$ cat config.mk
export PLATFORM = sky130hd
export DESIGN_NAME = tcpcRegisterFile
export DESIGN_NICKNAME = d
export VERILOG_FILES = /design/src/logic/tcpcRegPkg.sv /design/src/logic/tcpcAccessDecode.sv /design/src/logic/tcpcConfigBank.sv /design/src/logic/tcpcTxBuffer.sv /design/src/logic/tcpcReadResponder.sv /design/src/logic/tcpcRegisterFile.sv
export SDC_FILE = /design/constraint.sdc
export NUM_CORES = 1
export LEC_CHECK = 0
export BUFFER_PORTS_ARGS = -buffer_cell sky130_fd_sc_hd__buf_2
export CAP_MARGIN = 10
export CORE_MARGIN = 2
export CORE_UTILIZATION = 57
export CTS_BUF_LIST = sky130_fd_sc_hd__clkbuf_8
export CTS_CLUSTER_DIAMETER = 150
export CTS_CLUSTER_SIZE = 14
export DETAILED_ROUTE_END_ITERATION = 10
export PLACE_DENSITY = 0.79
export SYNTH_ARGS = -nofsm -noshare
export SYNTH_HDL_FRONTEND = slang
export SYNTH_SLANG_ARGS = --single-unit
export TNS_END_PERCENT = 5
$ cat constraint.sdc
create_clock -name CLK -period 3.7 [get_ports CLK]
set_input_delay 0.74 -clock CLK [delete_from_list [all_inputs] [get_ports CLK]]
set_output_delay 0.74 -clock CLK [all_outputs]
set_load 0.02 [all_outputs]
$ cat src/logic/tcpcRegPkg.sv
`default_nettype none

package tcpcRegPkg;

	localparam int DATA_W       = 16; // host data bus
	localparam int BYTE_W       = 8;
	localparam int ADDR_W       = 8;
	localparam int TX_BUF_BYTES = 30; // header pair plus seven 4-byte objects

	typedef logic [DATA_W-1:0]               regDataT;
	typedef logic [BYTE_W-1:0]               regByteT;
	typedef logic [ADDR_W-1:0]               regAddrT;
	typedef logic [$clog2(TX_BUF_BYTES)-1:0] txIndexT;

	localparam regAddrT TX_BUF_BASE = 8'h52; // buffer spans 0x52..0x6F

	// identity and revision words
	localparam regAddrT ADDR_VENDOR_ID          = 8'h00;
	localparam regAddrT ADDR_PRODUCT_ID         = 8'h02;
	localparam regAddrT ADDR_DEVICE_ID          = 8'h04;
	localparam regAddrT ADDR_TYPEC_REV          = 8'h06;
	localparam regAddrT ADDR_PD_REV_VER         = 8'h08;
	localparam regAddrT ADDR_PD_IF_REV          = 8'h0A;
	// 16-bit control words
	localparam regAddrT ADDR_ALERT              = 8'h10;
	localparam regAddrT ADDR_ALERT_MASK         = 8'h12;
	localparam regAddrT ADDR_VBUS_SINK_DISC     = 8'h72;
	localparam regAddrT ADDR_VBUS_STOP_DISCH    = 8'h74;
	localparam regAddrT ADDR_VBUS_ALARM_HI      = 8'h76;
	localparam regAddrT ADDR_VBUS_ALARM_LO      = 8'h78;
	// byte-wide registers
	localparam regAddrT ADDR_POWER_STATUS_MASK  = 8'h14;
	localparam regAddrT ADDR_FAULT_STATUS_MASK  = 8'h15;
	localparam regAddrT ADDR_CONFIG_STD_OUTPUT  = 8'h18;
	localparam regAddrT ADDR_TCPC_CONTROL       = 8'h19;
	localparam regAddrT ADDR_ROLE_CONTROL       = 8'h1A;
	localparam regAddrT ADDR_FAULT_CONTROL      = 8'h1B;
	localparam regAddrT ADDR_POWER_CONTROL      = 8'h1C;
	localparam regAddrT ADDR_CC_STATUS          = 8'h1D;
	localparam regAddrT ADDR_POWER_STATUS       = 8'h1E;
	localparam regAddrT ADDR_FAULT_STATUS       = 8'h1F;
	localparam regAddrT ADDR_MSG_HEADER_INFO    = 8'h2E;
	localparam regAddrT ADDR_RECEIVE_DETECT     = 8'h2F;
	localparam regAddrT ADDR_TRANSMIT           = 8'h50;
	localparam regAddrT ADDR_TX_BYTE_COUNT      = 8'h51;

	localparam regDataT RST_ALERT               = 16'h0000;
	localparam regDataT RST_ALERT_MASK          = 16'h0FFF;
	localparam regDataT RST_VBUS_CFG            = 16'h0000; // all four threshold/alarm words
	localparam regByteT RST_POWER_STATUS_MASK   = 8'hFF;
	localparam regByteT RST_FAULT_STATUS_MASK   = 8'hFF;
	localparam regByteT RST_CONFIG_STD_OUTPUT   = 8'h60;
	localparam regByteT RST_TCPC_CONTROL        = 8'h00;
	localparam regByteT RST_ROLE_CONTROL        = 8'h0A;
	localparam regByteT RST_FAULT_CONTROL       = 8'h00;
	localparam regByteT RST_POWER_CONTROL       = 8'h60;
	localparam regByteT RST_FAULT_STATUS        = 8'h80;
	localparam regByteT RST_MSG_HEADER_INFO     = 8'h00;
	localparam regByteT RST_RECEIVE_DETECT      = 8'h00;
	localparam regByteT RST_TRANSMIT            = 8'h00;
	localparam regByteT RST_TX_BYTE_COUNT       = 8'h65;

	localparam regDataT TYPEC_REV  = 16'h0016;
	localparam regDataT PD_REV_VER = 16'h2012;
	localparam regDataT PD_IF_REV  = 16'h1012;

	typedef enum logic [4:0] {
		REG_VENDOR_ID, REG_PRODUCT_ID, REG_DEVICE_ID,
		REG_TYPEC_REV, REG_PD_REV_VER, REG_PD_IF_REV,
		REG_ALERT, REG_ALERT_MASK,
		REG_VBUS_SINK_DISC, REG_VBUS_STOP_DISCH, REG_VBUS_ALARM_HI, REG_VBUS_ALARM_LO,
		REG_POWER_STATUS_MASK, REG_FAULT_STATUS_MASK, REG_CONFIG_STD_OUTPUT,
		REG_TCPC_CONTROL, REG_ROLE_CONTROL, REG_FAULT_CONTROL, REG_POWER_CONTROL,
		REG_CC_STATUS, REG_POWER_STATUS, REG_FAULT_STATUS,
		REG_MSG_HEADER_INFO, REG_RECEIVE_DETECT, REG_TRANSMIT, REG_TX_BYTE_COUNT,
		REG_TXBUF, // any byte of the transmit buffer
		REG_NONE   // unmapped
	} regIdE;

endpackage

`default_nettype wire

$ cat src/logic/tcpcAccessDecode.sv
`timescale 1ns/1ps
`default_nettype none

module tcpcAccessDecode import tcpcRegPkg::*;
(
	input  wire logic    req_i,
	input  wire logic    rnw_i,
	input  wire regAddrT addr_i,
	output regIdE        regId_o,
	output txIndexT      txIndex_o,
	output logic         rdEn_o,
	output logic         wrEn_o
);

	regAddrT bufOffset; // address relative to first buffer byte
	logic    mapped;

	always_comb
	begin
		bufOffset = addr_i - TX_BUF_BASE;
		txIndex_o = txIndexT'(bufOffset); // only meaningful for REG_TXBUF

		case (addr_i)
			ADDR_VENDOR_ID:         regId_o = REG_VENDOR_ID;
			ADDR_PRODUCT_ID:        regId_o = REG_PRODUCT_ID;
			ADDR_DEVICE_ID:         regId_o = REG_DEVICE_ID;
			ADDR_TYPEC_REV:         regId_o = REG_TYPEC_REV;
			ADDR_PD_REV_VER:        regId_o = REG_PD_REV_VER;
			ADDR_PD_IF_REV:         regId_o = REG_PD_IF_REV;
			ADDR_ALERT:             regId_o = REG_ALERT;
			ADDR_ALERT_MASK:        regId_o = REG_ALERT_MASK;
			ADDR_VBUS_SINK_DISC:    regId_o = REG_VBUS_SINK_DISC;
			ADDR_VBUS_STOP_DISCH:   regId_o = REG_VBUS_STOP_DISCH;
			ADDR_VBUS_ALARM_HI:     regId_o = REG_VBUS_ALARM_HI;
			ADDR_VBUS_ALARM_LO:     regId_o = REG_VBUS_ALARM_LO;
			ADDR_POWER_STATUS_MASK: regId_o = REG_POWER_STATUS_MASK;
			ADDR_FAULT_STATUS_MASK: regId_o = REG_FAULT_STATUS_MASK;
			ADDR_CONFIG_STD_OUTPUT: regId_o = REG_CONFIG_STD_OUTPUT;
			ADDR_TCPC_CONTROL:      regId_o = REG_TCPC_CONTROL;
			ADDR_ROLE_CONTROL:      regId_o = REG_ROLE_CONTROL;
			ADDR_FAULT_CONTROL:     regId_o = REG_FAULT_CONTROL;
			ADDR_POWER_CONTROL:     regId_o = REG_POWER_CONTROL;
			ADDR_CC_STATUS:         regId_o = REG_CC_STATUS;
			ADDR_POWER_STATUS:      regId_o = REG_POWER_STATUS;
			ADDR_FAULT_STATUS:      regId_o = REG_FAULT_STATUS;
			ADDR_MSG_HEADER_INFO:   regId_o = REG_MSG_HEADER_INFO;
			ADDR_RECEIVE_DETECT:    regId_o = REG_RECEIVE_DETECT;
			ADDR_TRANSMIT:          regId_o = REG_TRANSMIT;
			ADDR_TX_BYTE_COUNT:     regId_o = REG_TX_BYTE_COUNT;
			default:
			begin
				// 0x52..0x6F fall into the transmit buffer
				if (addr_i >= TX_BUF_BASE && bufOffset < TX_BUF_BYTES)
				begin
					regId_o = REG_TXBUF;
				end
				else
				begin
					regId_o = REG_NONE;
				end
			end
		endcase

		mapped = (regId_o != REG_NONE);
		rdEn_o = req_i && rnw_i && mapped;
		wrEn_o = req_i && !rnw_i && mapped; // unmapped access is dropped, no ack
	end

endmodule

`default_nettype wire

$ cat src/logic/tcpcConfigBank.sv
`timescale 1ns/1ps
`default_nettype none

module tcpcConfigBank import tcpcRegPkg::*;
(
	input  wire logic    CLK,
	input  wire logic    reset,
	input  wire logic    wrEn_i,
	input  wire regIdE   regId_i,
	input  wire regDataT wrData_i,
	output regDataT      cfgRdData_o,
	output regByteT      roleControl_o,
	output regByteT      powerControl_o,
	output regByteT      transmit_o
);

	regDataT alert, alertMask;
	regDataT vbusSinkDisc, vbusStopDisch, vbusAlarmHi, vbusAlarmLo;
	regByteT powerStatusMask, faultStatusMask, configStdOutput, tcpcControl;
	regByteT roleControl, faultControl, powerControl, faultStatus;
	regByteT msgHeaderInfo, receiveDetect, transmit, txByteCount;
	regByteT wrByte;

	assign wrByte = wrData_i[BYTE_W-1:0]; // byte registers keep the low byte

	always_ff @(posedge CLK)
	begin
		if (reset)
		begin
			alert           <= RST_ALERT;
			alertMask       <= RST_ALERT_MASK;
			vbusSinkDisc    <= RST_VBUS_CFG;
			vbusStopDisch   <= RST_VBUS_CFG;
			vbusAlarmHi     <= RST_VBUS_CFG;
			vbusAlarmLo     <= RST_VBUS_CFG;
			powerStatusMask <= RST_POWER_STATUS_MASK;
			faultStatusMask <= RST_FAULT_STATUS_MASK;
			configStdOutput <= RST_CONFIG_STD_OUTPUT;
			tcpcControl     <= RST_TCPC_CONTROL;
			roleControl     <= RST_ROLE_CONTROL;
			faultControl    <= RST_FAULT_CONTROL;
			powerControl    <= RST_POWER_CONTROL;
			faultStatus     <= RST_FAULT_STATUS;
			msgHeaderInfo   <= RST_MSG_HEADER_INFO;
			receiveDetect   <= RST_RECEIVE_DETECT;
			transmit        <= RST_TRANSMIT;
			txByteCount     <= RST_TX_BYTE_COUNT;
		end
		else if (wrEn_i)
		begin
			case (regId_i)
				REG_ALERT:             alert           <= wrData_i;
				REG_ALERT_MASK:        alertMask       <= wrData_i;
				REG_VBUS_SINK_DISC:    vbusSinkDisc    <= wrData_i;
				REG_VBUS_STOP_DISCH:   vbusStopDisch   <= wrData_i;
				REG_VBUS_ALARM_HI:     vbusAlarmHi     <= wrData_i;
				REG_VBUS_ALARM_LO:     vbusAlarmLo     <= wrData_i;
				REG_POWER_STATUS_MASK: powerStatusMask <= wrByte;
				REG_FAULT_STATUS_MASK: faultStatusMask <= wrByte;
				REG_CONFIG_STD_OUTPUT: configStdOutput <= wrByte;
				REG_TCPC_CONTROL:      tcpcControl     <= wrByte;
				REG_ROLE_CONTROL:      roleControl     <= wrByte;
				REG_FAULT_CONTROL:     faultControl    <= wrByte;
				REG_POWER_CONTROL:     powerControl    <= wrByte;
				REG_FAULT_STATUS:      faultStatus     <= wrByte;
				REG_MSG_HEADER_INFO:   msgHeaderInfo   <= wrByte;
				REG_RECEIVE_DETECT:    receiveDetect   <= wrByte;
				REG_TRANSMIT:          transmit        <= wrByte;
				REG_TX_BYTE_COUNT:     txByteCount     <= wrByte;
				default: ; // read-only ids and buffer bytes are handled elsewhere
			endcase
		end
	end

	always_comb
	begin
		case (regId_i)
			REG_ALERT:             cfgRdData_o = alert;
			REG_ALERT_MASK:        cfgRdData_o = alertMask;
			REG_VBUS_SINK_DISC:    cfgRdData_o = vbusSinkDisc;
			REG_VBUS_STOP_DISCH:   cfgRdData_o = vbusStopDisch;
			REG_VBUS_ALARM_HI:     cfgRdData_o = vbusAlarmHi;
			REG_VBUS_ALARM_LO:     cfgRdData_o = vbusAlarmLo;
			REG_POWER_STATUS_MASK: cfgRdData_o = regDataT'(powerStatusMask);
			REG_FAULT_STATUS_MASK: cfgRdData_o = regDataT'(faultStatusMask);
			REG_CONFIG_STD_OUTPUT: cfgRdData_o = regDataT'(configStdOutput);
			REG_TCPC_CONTROL:      cfgRdData_o = regDataT'(tcpcControl);
			REG_ROLE_CONTROL:      cfgRdData_o = regDataT'(roleControl);
			REG_FAULT_CONTROL:     cfgRdData_o = regDataT'(faultControl);
			REG_POWER_CONTROL:     cfgRdData_o = regDataT'(powerControl);
			REG_FAULT_STATUS:      cfgRdData_o = regDataT'(faultStatus);
			REG_MSG_HEADER_INFO:   cfgRdData_o = regDataT'(msgHeaderInfo);
			REG_RECEIVE_DETECT:    cfgRdData_o = regDataT'(receiveDetect);
			REG_TRANSMIT:          cfgRdData_o = regDataT'(transmit);
			REG_TX_BYTE_COUNT:     cfgRdData_o = regDataT'(txByteCount);
			default:               cfgRdData_o = '0;
		endcase
	end

	assign roleControl_o  = roleControl;
	assign powerControl_o = powerControl;
	assign transmit_o     = transmit;

	// role control leaves its reset value only through a host write
	roleHoldsUntilWrite: assert property (@(posedge CLK) disable iff (reset)
		(!$past(reset) && roleControl_o != $past(roleControl_o))
			|-> $past(wrEn_i && regId_i == REG_ROLE_CONTROL));

endmodule

`default_nettype wire

$ cat src/logic/tcpcTxBuffer.sv
`timescale 1ns/1ps
`default_nettype none

module tcpcTxBuffer import tcpcRegPkg::*;
(
	input  wire logic    CLK,
	input  wire logic    reset,
	input  wire logic    wrEn_i,
	input  wire regIdE   regId_i,
	input  wire txIndexT txIndex_i,
	input  wire regByteT wrByte_i,
	output regByteT      txRdByte_o
);

	regByteT txMem [TX_BUF_BYTES]; // header bytes first, then objects 1..7

	always_ff @(posedge CLK)
	begin
		if (reset)
		begin
			for (int i = 0; i < TX_BUF_BYTES; i++)
			begin
				txMem[i] <= '0;
			end
		end
		else if (wrEn_i && regId_i == REG_TXBUF)
		begin
			txMem[txIndex_i] <= wrByte_i;
		end
	end

	// index 30 and 31 never address the buffer
	always_comb
	begin
		if (txIndex_i < TX_BUF_BYTES)
			txRdByte_o = txMem[txIndex_i];
		else
			txRdByte_o = '0;
	end

	// decoder must never hand over an index past the last buffer byte
	indexInRange: assert property (@(posedge CLK) disable iff (reset)
		(regId_i == REG_TXBUF) |-> (txIndex_i < TX_BUF_BYTES));

endmodule

`default_nettype wire

$ cat src/logic/tcpcReadResponder.sv
`timescale 1ns/1ps
`default_nettype none

module tcpcReadResponder import tcpcRegPkg::*;
(
	input  wire logic    CLK,
	input  wire logic    reset,
	input  wire logic    rdEn_i,
	input  wire logic    wrEn_i,
	input  wire regIdE   regId_i,
	input  wire regDataT cfgRdData_i,
	input  wire regByteT txRdByte_i,
	input  wire regDataT vendorId_i,
	input  wire regDataT productId_i,
	input  wire regDataT deviceId_i,
	input  wire regByteT ccStatus_i,
	input  wire regByteT powerStatus_i,
	output logic         ack_o,
	output regDataT      rdData_o
);

	regDataT rdWord; // read source picked by register id

	always_comb
	begin
		case (regId_i)
			REG_VENDOR_ID:    rdWord = vendorId_i; // straps, no storage
			REG_PRODUCT_ID:   rdWord = productId_i;
			REG_DEVICE_ID:    rdWord = deviceId_i;
			REG_TYPEC_REV:    rdWord = TYPEC_REV;
			REG_PD_REV_VER:   rdWord = PD_REV_VER;
			REG_PD_IF_REV:    rdWord = PD_IF_REV;
			REG_CC_STATUS:    rdWord = regDataT'(ccStatus_i); // live value at the edge
			REG_POWER_STATUS: rdWord = regDataT'(powerStatus_i);
			REG_TXBUF:        rdWord = regDataT'(txRdByte_i);
			default:          rdWord = cfgRdData_i; // bank registers
		endcase
	end

	always_ff @(posedge CLK)
	begin
		if (reset)
		begin
			ack_o    <= 1'b0;
			rdData_o <= '0;
		end
		else
		begin
			ack_o    <= rdEn_i || wrEn_i; // writes are acked too, read-only or not
			rdData_o <= rdEn_i ? rdWord : '0;
		end
	end

	// an ack always traces back to a mapped address one cycle earlier
	ackOnlyMapped: assert property (@(posedge CLK) disable iff (reset)
		ack_o |-> $past(regId_i != REG_NONE));

endmodule

`default_nettype wire

$ cat src/logic/tcpcRegisterFile.sv
`timescale 1ns/1ps
`default_nettype none

module tcpcRegisterFile import tcpcRegPkg::*;
(
	input  wire logic    CLK,
	input  wire logic    reset,
	input  wire logic    req_i,
	input  wire logic    rnw_i,
	input  wire regAddrT addr_i,
	input  wire regDataT wrData_i,
	input  wire regDataT vendorId_i,
	input  wire regDataT productId_i,
	input  wire regDataT deviceId_i,
	input  wire regByteT ccStatus_i,
	input  wire regByteT powerStatus_i,
	output logic         ack_o,
	output regDataT      rdData_o,
	output regByteT      roleControl_o,
	output regByteT      powerControl_o,
	output regByteT      transmit_o
);

	regIdE   regId;
	txIndexT txIndex;
	logic    rdEn;
	logic    wrEn;
	regDataT cfgRdData;
	regByteT txRdByte;

	tcpcAccessDecode u_decode (
		.req_i     (req_i),
		.rnw_i     (rnw_i),
		.addr_i    (addr_i),
		.regId_o   (regId),
		.txIndex_o (txIndex),
		.rdEn_o    (rdEn),
		.wrEn_o    (wrEn)
	);

	tcpcConfigBank u_configBank (
		.CLK            (CLK),
		.reset          (reset),
		.wrEn_i         (wrEn),
		.regId_i        (regId),
		.wrData_i       (wrData_i),
		.cfgRdData_o    (cfgRdData),
		.roleControl_o  (roleControl_o),
		.powerControl_o (powerControl_o),
		.transmit_o     (transmit_o)
	);

	tcpcTxBuffer u_txBuffer (
		.CLK        (CLK),
		.reset      (reset),
		.wrEn_i     (wrEn),
		.regId_i    (regId),
		.txIndex_i  (txIndex),
		.wrByte_i   (wrData_i[BYTE_W-1:0]), // buffer bytes take the low byte
		.txRdByte_o (txRdByte)
	);

	tcpcReadResponder u_responder (
		.CLK           (CLK),
		.reset         (reset),
		.rdEn_i        (rdEn),
		.wrEn_i        (wrEn),
		.regId_i       (regId),
		.cfgRdData_i   (cfgRdData),
		.txRdByte_i    (txRdByte),
		.vendorId_i    (vendorId_i),
		.productId_i   (productId_i),
		.deviceId_i    (deviceId_i),
		.ccStatus_i    (ccStatus_i),
		.powerStatus_i (powerStatus_i),
		.ack_o         (ack_o),
		.rdData_o      (rdData_o)
	);

endmodule

`default_nettype wire

==> results.py, run 1 <==
metrics = {
    "outcome": {
        "status": "finished with violations",
        "violations": "DRC",
    },
    "cts": {
        "cts.sinks": 465,
        "cts_tree": "yes",
        "insertion_delay_ns": 0.63,
        "cts_hold_buf": 0,
        "cts_resized": 0,
        "cts_setup_buffers": 0,
        "clockBufferDepth": 3,
        "clk_pin_slew_worst_paths_ns": 0.09,
        "htree_levels": 2,
        "clock_tree.root_cell": "clkbuf_8",
        "cts_buffers": 39,
    },
    "hold_path": {
        "hold_depth": 3,
        "min_path_type": "primary input to flop",
        "hold_end": "u_responder.rdData_o[11]",
        "min-delay-start": "deviceId_i[11]",
    },
    "floorplanning": {
        "dieArea_mm2": 0.0394,
        "io_pins": 133,
        "coreArea_mm2": 0.0375,
        "initial_core_util": 0.575,
        "die_w_um": 199,
        "die_h_um": 199,
        "std_cell_rows": 71,
    },
    "sta": {
        "clock_skew_ns": 0.0300,
        "max_freq_mhz": 333,
        "setup_ws_ns": 0.698,
        "rsz0062_at_grt": "no",
        "final.setup.tns_ns": 0,
        "period_share": 0.811,
        "hold_violations": 0,
        "slew_viol_final": 0,
        "finalSetupViolations": 0,
        "tightest_slew_ns": 1.04,
        "period_needed_ns": 3.00,
        "slew_headroom": 0.303,
    },
    "routing": {
        "routedWlPerCell_um": 24.8,
        "num_vias": 16500,
        "vias_per_cell": 6.48,
        "drt_iter0_drc": 2107,
        "ant_nets": 0,
        "first_pass_iters": 10,
        "routed_wirelength_um": 63300,
        "drc": 1,
    },
    "power_and_ir_drop": {
        "pwr-share-seq": 0.609,
        "p_sw_uw": 2320,
        "p_leak_uw": 0.00814,
        "comb_power_share": 0.097,
        "clkPwrFrac": 0.294,
        "swShare": 0.251,
        "irDropWorstVdd_mv": 0.369,
        "power.density_mw_per_mm2": 392,
        "internal_power_uw": 6910,
    },
    "global_route": {
        "grt_usage": 0.323,
        "grt_overflow": 0,
        "grt_pass1_vias": 15900,
        "grt_antenna_before_repair": 0,
        "grt_max_degree": 95,
        "grt_pass1_wl_um": 94600,
    },
    "logic_synthesis": {
        "synth_area_leader_cell": "edfxtp_1",
        "synth_top_area_frac": 0.356,
        "synth.distinct_cells": 88,
        "synth_commonest_cells": "nor2_1, edfxtp_1, dfxtp_1",
        "yosysSeqAreaShare": 0.550,
        "synth_edf_count": 256,
        "synth_area_leaders": "edfxtp_1, dfxtp_1, mux2i_1, nor2_1, mux4_2",
        "synthFlopType": "edfxtp_1",
        "synth.avg_cell_area_um2": 11.3,
        "async_flop_share": 0,
        "synthCells": 1906,
        "ys_warn_count": 0,
        "synth-seq-cells": 465,
        "syn_area_mm2": 0.0216,
        "synth_most_common_cell": "nor2_1",
    },
    "worst_setup_path": {
        "worst_ep_required_time_ns": 4.20,
        "slowest_delay_ns": 0.65,
        "critPathArrivalTime_ns": 3.50,
        "timing.rr.end": "u_responder.rdData_o[0]",
        "r2r_start": "u_txBuffer.txMem[8][0]",
        "r2r_cells": 6,
        "crit_path_end_kind": "flop",
        "cp_cell_sequence": "buf_4 -> buf_12 -> buf_4 -> mux4_2 -> mux4_2 -> nand2_1 -> a211oi_1 -> nor4_1 -> nor2_1",
        "crit_path_start_kind": "primary input",
        "worstPathMaxFanout": 56,
        "path_class": "primary input to flop",
        "reg2reg_slack_ns": 1.48,
        "slowest_stage": "buf_4",
    },
    "cells_and_area": {
        "diodes": 0,
        "nets": 2115,
        "syn2layout_area_growth_pct": 9.26,
        "layout-drive-gt1-share": 0.183,
    },
    "placement": {
        "pre_cts_ws_ns": 0.0946,
        "port_buffers": 132,
        "dp_hpwl_um": 42600,
        "gp_congestion": 0.947,
    },
    "flow_run": {
        "max_cap_violations": 0,
    },
}
[kinds of logic after synthesis]
kind of cell	share of synthesized area
buffers and inverters	0.0410
XOR/XNOR	0.000812
other	0.000174
flip-flops	0.550
AO/OA/AOI/OAI	0.0903
adder cells (fa/ha/maj)	0.00162
AND/OR/NAND/NOR	0.160
multiplexers	0.156
[registers in the layout, indices dropped and copies added (netlist names), 16 cells and up]
signal,flops
u_txBuffer.txMem,256
u_configBank.alertMask,16
u_configBank.alert,16
u_configBank.vbusAlarmHi,16
u_configBank.vbusAlarmLo,16
u_configBank.vbusSinkDisc,16
u_configBank.vbusStopDisch,16
u_responder.rdData_o,16
[how the worst max path moves through the flow]
stage / end / slack, ns / from / cells past startpoint
finish: u_responder.rdData_o[0] / 0.70 / addr_i[1] / 9
global route: u_txBuffer.txMem[11][7] / 0.63 / addr_i[1] / 11
CTS: u_responder.rdData_o[0] / 0.76 / addr_i[1] / 9
detailed placement: u_responder.rdData_o[0] / 0.09 / addr_i[1] / 9
global placement: u_responder.rdData_o[0] / 0.13 / addr_i[1] / 9
floorplan: u_txBuffer.txMem[16][0] / 0.16 / addr_i[2] / 12
[cell usage in the layout (no fill, tap or decap), types with 4 or more instances in the layout]
master / count
a221oi_1: 12
nand2_1: 110
dfxtp_1: 209
o21ai_0: 22
clkbuf_8: 41
or2_2: 6
edfxtp_1: 256
nor3_1: 28
buf_2: 129
or3_1: 4
o211ai_1: 6
nor2_1: 445
and2_1: 29
nor4_1: 6
a31oi_1: 11
a21oi_1: 34
a22oi_1: 64
nand4_1: 14
o2111ai_1: 4
buf_12: 8
inv_1: 26
mux2i_1: 179
a222oi_1: 13
nor2b_1: 16
a21o_1: 26
nand2b_1: 6
mux4_2: 68
a211oi_1: 5
a32oi_1: 5
a22o_1: 8
a211o_1: 10
buf_4: 88
and3_1: 24
conb_1: 16
nand3_1: 28
[critical path: cells and delay by family]
kind,cells,cell delay (ns)
AO/OA/AOI/OAI,1,0.12
multiplexers,2,0.94
AND/OR/NAND/NOR,3,0.60
buffers and inverters,3,1.02
[layout make-up]
type	instances	area, um^2
clock buffer	41	564
clock inverter	21	91.3
fill	2955	13900
inverter	7	26.3
multi-input combinational	1281	8880
sequential	465	11900
tap	511	639
timing repair buffer	227	1490
[power by group through the flow]
stage          clock network [uW]  registers (uW)  logic (uW)
2_1_floorplan                   0            5720         538
3_3_place_gp                    0            5730         846
3_5_place_dp                    0            5740         863
4_1_cts                      2730            5620         867
5_1_grt                      2890            5640         927
6_report                     2720            5620         893
[per-layer routing]
layer  vias up  track usage  share of wire
li1       7146            -              -
met1      8073        0.448           0.38
met2      1130        0.495           0.45
met3       193       0.0768           0.13
met4         0        0.125          0.039
met5         -            0              0
[metrics by stage]
| stage | instance area (um^2) | utilization | instances | power [uW] | hold WS (ns) |
|---|---|---|---|---|---|
| 3_3_place_gp | 22900 | 0.611 | 2491 | 6580 | 0.441 |
| 5_1_grt | 23600 | 0.629 | 2553 | 9460 | 0.399 |
| 4_1_cts | 23600 | 0.629 | 2553 | 9220 | 0.389 |
| 2_1_floorplan | 21600 | - | 1921 | 6260 | 0.433 |
| 3_5_place_dp | 22900 | 0.611 | 2491 | 6610 | 0.446 |
| 6_report | 23600 | 0.629 | 2553 | 9240 | 0.411 |
Power figures use the tool's default switching activity.
==> run 2, diff against run 1 <==
- CORE_UTILIZATION: 57 -> 63
- PLACE_DENSITY: 0.79 -> 0.83
- clock period: 3.7 -> 3.14 ns (I/O delays scaled with it)
==> results.py, run 2 (synthesis gave the netlist of run 1 again) <==
metrics = {
    "outcome": {
        "status": "finished, final reports clean",
    },
    "cts": {
        "clk_pin_slew_worst_paths_ns": 0.11,
        "insertion_delay_ns": 0.60,
        "cts_setup_buffers": 0,
        "clockBufferDepth": 3,
        "cts_resized": 0,
        "cts_buffers": 39,
        "cts_tree": "yes",
        "cts_hold_buf": 0,
        "clock_tree.root_cell": "clkbuf_8",
        "htree_levels": 2,
        "cts.sinks": 465,
    },
    "cells_and_area": {
        "final_cell_mix": "nor2_1, edfxtp_1, dfxtp_1, mux2i_1, buf_4",
        "regMostFlops": "u_txBuffer.txMem",
        "layout_commonest_cell": "nor2_1",
        "largest_register_ffs": 256,
        "nets": 2224,
        "fin_cells": 2594,
        "post-route-util": 0.742,
        "layout-drive-gt1-share": 0.230,
        "syn2layout_area_growth_pct": 15.6,
    },
    "floorplanning": {
        "initial_core_util": 0.642,
        "die_h_um": 189,
        "coreArea_mm2": 0.0336,
        "die_w_um": 189,
        "std_cell_rows": 67,
        "dieArea_mm2": 0.0357,
        "io_pins": 133,
    },
    "routing": {
        "drc": 0,
        "ant_nets": 0,
        "vias_per_cell": 6.60,
        "num_vias": 17100,
        "first_pass_iters": 6,
        "routed_wirelength_um": 65100,
        "routedWlPerCell_um": 25.1,
        "drt_iter0_drc": 2529,
    },
    "worst_setup_path": {
        "reg2reg_slack_ns": 0.95,
        "slowest_delay_ns": 0.43,
        "cp_cell_sequence": "buf_2 -> nor3_1 -> nand2b_1 -> o32ai_2 -> buf_4 -> nor3_1 -> buf_4 -> nand4_1 -> buf_4 -> buf_4 -> nor2_1",
        "crit_path_start": "addr_i[3]",
        "crit_family": "buffers and inverters",
        "r2r_start": "u_txBuffer.txMem[29][0]",
        "worst_ep_required_time_ns": 3.46,
        "crit_path_end_kind": "flop",
        "crit_buf_inv": 5,
        "critPathArrivalTime_ns": 3.06,
        "path_class": "primary input to flop",
        "crit_top_cell": "buf_4",
        "crit_path_start_kind": "primary input",
        "worstPathMaxFanout": 22,
        "slowest_stage": "o32ai_2",
    },
    "global_route": {
        "busiest_layer": "met2",
        "grt_max_degree": 226,
        "grt_pass1_wl_um": 98100,
        "grt_util_met2": 0.550,
        "use_met1": 0.495,
        "grt_usage": 0.363,
        "grt_pass1_vias": 16700,
        "grt_overflow": 0,
        "grt_antenna_before_repair": 1,
        "met3_usage": 0.103,
    },
    "sta": {
        "hold_violations": 0,
        "final.setup.tns_ns": 0,
        "slew_viol_final": 0,
        "period_needed_ns": 2.74,
        "finalSetupViolations": 0,
        "max_freq_mhz": 365,
        "clock_skew_ns": 0.0499,
        "whs_ns": 0.342,
        "rsz0062_at_grt": "no",
        "tightest_slew_ns": 1.05,
        "period_share": 0.873,
        "slew_headroom": 0.301,
    },
    "placement": {
        "dp_hpwl_um": 44400,
        "place_inst": 2536,
        "gp_congestion": 1.02,
        "port_buffers": 132,
    },
    "hold_path": {
        "min_path_type": "primary input to flop",
        "min-delay-start": "wrData_i[14]",
    },
    "power_and_ir_drop": {
        "p_leak_uw": 0.00882,
        "power.density_mw_per_mm2": 440,
        "irDropWorstVdd_mv": 0.436,
    },
    "flow_run": {
        "max_cap_violations": 0,
    },
}
[run 2: final cells by class]
type                    count  area [um^2]
clock buffers              40          551
flip-flops and latches    465        11900
diodes                      1         2.50
inverters                   7         26.3
well taps                 448          561
multi-input cells        1281         8940
clock inverters            16         81.3
fillers                  2213         8690
repair buffers            336         2900
[run 2: metal layers]
| layer | vias up | wire length, um |
|---|---|---|
| met4 | 0 | 2910 |
| met3 | 205 | 8470 |
| met5 | - | 0 |
| met1 | 8339 | 24600 |
| met2 | 1207 | 29200 |
| li1 | 7367 | - |
[run 2: final timing paths]
path                                       to  cells after the start
setup / recovery       u_txBuffer.txMem[1][0]                     11
hold / removal     u_configBank.alertMask[14]                      3
setup reg to reg      u_responder.rdData_o[0]                      7
hold reg to reg   u_configBank.faultStatus[0]                      2
[run 2: power breakdown]
group | internal (uW) | switching [uW]
sequential | 6570 | 50.1
clock | 1180 | 1960
combinational | 482 | 734
total | 8240 | 2740
[run 2: per-stage QoR]
| step | power, uW | cell area (um^2) | setup WS [ns] |
|---|---|---|---|
| 3_3_place_gp | 7890 | 24300 | -0.110 |
| 4_1_cts | 10900 | 24900 | 0.346 |
| 3_5_place_dp | 7930 | 24300 | -0.231 |
| 5_1_grt | 11300 | 24900 | 0.361 |
| 2_1_floorplan | 7380 | 21700 | 0.0352 |
| 6_report | 11000 | 24900 | 0.399 |
[run 2: tightest hold or removal path, delay by kind of cell]
| kind | cells | cell delay, ns |
|---|---|---|
| simple gates | 1 | 0.07 |
| compound gates | 1 | 0.06 |
| buf+inv | 1 | 0.14 |
==> run 3, diff against run 2 <==
- PLACE_DENSITY: 0.83 -> 0.79
==> results.py, run 3 (synthesis gave the netlist of run 1 again) <==
metrics = {
    "power_and_ir_drop": {
        "comb_power_share": 0.104,
        "p_sw_uw": 2730,
        "swShare": 0.251,
        "irDropWorstVdd_mv": 0.420,
        "clkPwrFrac": 0.290,
        "p_leak_uw": 0.00860,
        "total_power_uw": 10900,
        "power.density_mw_per_mm2": 447,
        "pwr-share-seq": 0.607,
        "internal_power_uw": 8180,
    },
    "routing": {
        "drc": 0,
        "vias_per_cell": 6.52,
        "num_vias": 16700,
        "drt_iter0_drc": 2213,
        "routed_wirelength_um": 64000,
        "first_pass_iters": 6,
        "routedWlPerCell_um": 24.9,
        "ant_nets": 0,
    },
    "cells_and_area": {
        "largest_register_ffs": 256,
        "layout-drive-gt1-share": 0.220,
        "syn2layout_area_growth_pct": 13.2,
        "final_cell_mix": "nor2_1, edfxtp_1, dfxtp_1, mux2i_1, buf_4",
        "layout_commonest_cell": "nor2_1",
        "fillers": 2348,
        "fin_cells": 2568,
        "nets": 2197,
        "regMostFlops": "u_txBuffer.txMem",
    },
    "cts": {
        "insertion_delay_ns": 0.59,
        "cts_tree": "yes",
        "cts_setup_buffers": 0,
        "clk_pin_slew_worst_paths_ns": 0.12,
        "clock_tree.root_cell": "clkbuf_8",
        "htree_levels": 2,
        "cts_resized": 0,
        "cts_buffers": 39,
        "cts_hold_buf": 0,
        "cts.sinks": 465,
        "clockBufferDepth": 3,
    },
    "worst_setup_path": {
        "path_class": "primary input to flop",
        "endpoint": "u_configBank.alertMask[11]",
        "cp_cell_sequence": "buf_4 -> buf_12 -> nor2b_1 -> a32oi_1 -> o21ai_1 -> nor3_4 -> or3_1 -> buf_4 -> nor2_8 -> buf_4 -> mux2i_1",
        "r2r_cells": 7,
        "crit_path_end_kind": "flop",
        "reg2reg_slack_ns": 0.94,
        "crit_top_cell": "buf_4",
        "timing.rr.end": "u_responder.rdData_o[3]",
        "r2r_start": "u_txBuffer.txMem[9][3]",
        "crit_buf_inv": 4,
        "crit_path_start_kind": "primary input",
        "cp.depth": 11,
        "critPathArrivalTime_ns": 3.17,
        "worst_ep_required_time_ns": 3.64,
        "crit_path_start": "addr_i[1]",
        "slowest_stage": "nor2b_1",
        "slowest_delay_ns": 0.68,
        "worstPathMaxFanout": 26,
        "crit_family": "simple AND/OR/NAND/NOR gates",
    },
    "global_route": {
        "grt_pass1_vias": 16300,
        "grt_antenna_before_repair": 4,
        "grt_usage": 0.358,
        "grt_max_degree": 235,
        "grt_overflow": 0,
        "grt_pass1_wl_um": 96600,
    },
    "sta": {
        "slew_headroom": 0.202,
        "slew_viol_final": 0,
        "final.setup.tns_ns": 0,
        "finalSetupViolations": 0,
        "max_freq_mhz": 375,
        "clock_skew_ns": 0.0427,
        "hold_violations": 0,
        "rsz0062_at_grt": "no",
        "tightest_slew_ns": 1.20,
        "period_share": 0.849,
        "period_needed_ns": 2.67,
        "whs_ns": 0.342,
    },
    "floorplanning": {
        "coreArea_mm2": 0.0336,
        "die_w_um": 189,
        "std_cell_rows": 67,
        "dieArea_mm2": 0.0357,
        "initial_core_util": 0.642,
        "io_pins": 133,
        "die_h_um": 189,
    },
    "placement": {
        "dp_hpwl_um": 44200,
        "place_inst": 2510,
        "gp_congestion": 0.991,
        "port_buffers": 132,
    },
    "hold_path": {
        "min_path_type": "primary input to flop",
    },
    "outcome": {
        "status": "finished, final reports clean",
    },
    "flow_run": {
        "max_cap_violations": 0,
    },
}
-- run 3: cell count changes in the layout (fill, tap and decap cells not counted) --
cell	previous run	this run
buf_12	55	30
buf_4	149	148
clkbuf_4	1	0
diode_2	1	2
-- run 3: worst register-to-register path, cell delays in order (launching register included) --
cell	delay [ns]
edfxtp_1	0.40
mux4_2	0.51
mux4_2	0.48
nand2_1	0.10
nand2_1	0.10
a211oi_1	0.28
buf_4	0.17
nor2_1	0.04
-- run 3: layer usage --
metal	vias to the layer above	part of all wire	wire length, um	GRT usage
li1	7327	-	-	-
met2	1186	0.44	28100	0.528
met3	173	0.14	8940	0.115
met4	2	0.042	2660	0.147
met1	8053	0.38	24300	0.496
met5	-	0.00025	16	0
-- run 3: area by class of cell --
cell class	instances	area, um^2	area share
tap	448	561	0.0230
clock buffer	40	551	0.0225
antenna	2	5.00	0.000205
sequential	465	11900	0.486
clock inverter	16	81.3	0.00333
timing repair buffer	309	2380	0.0975
inverter	7	26.3	0.00108
multi-input combinational	1281	8940	0.366
-- run 3: worst min path at each step --
stage	start	end	slack (ns)	cells after the start
floorplan	u_configBank.faultStatus[5]	u_configBank.faultStatus[5]	0.43	2
global placement	u_configBank.faultStatus[2]	u_configBank.faultStatus[2]	0.44	2
detailed placement	u_configBank.faultStatus[6]	u_configBank.faultStatus[6]	0.45	2
CTS	productId_i[14]	u_responder.rdData_o[14]	0.34	3
global route	vendorId_i[11]	u_responder.rdData_o[11]	0.37	3
finish	productId_i[14]	u_responder.rdData_o[14]	0.34	3
-- run 3: power by group through the flow --
stage	clock [uW]	combinational [uW]	sequential (uW)
finish	3160	1130	6620
floorplan	0	641	6740
detailed placement	0	1090	6760
CTS	3170	1100	6620
global placement	0	1080	6750
global route	3360	1180	6640
-- run 3: stage by stage --
step / utilization / instance area (um^2) / setup slack [ns]
floorplan: - / 21700 / 0.0352
global placement: 0.707 / 23800 / 0.00927
detailed placement: 0.707 / 23800 / -0.0165
CTS: 0.726 / 24400 / 0.577
global route: 0.726 / 24400 / 0.367
finish: 0.726 / 24400 / 0.474
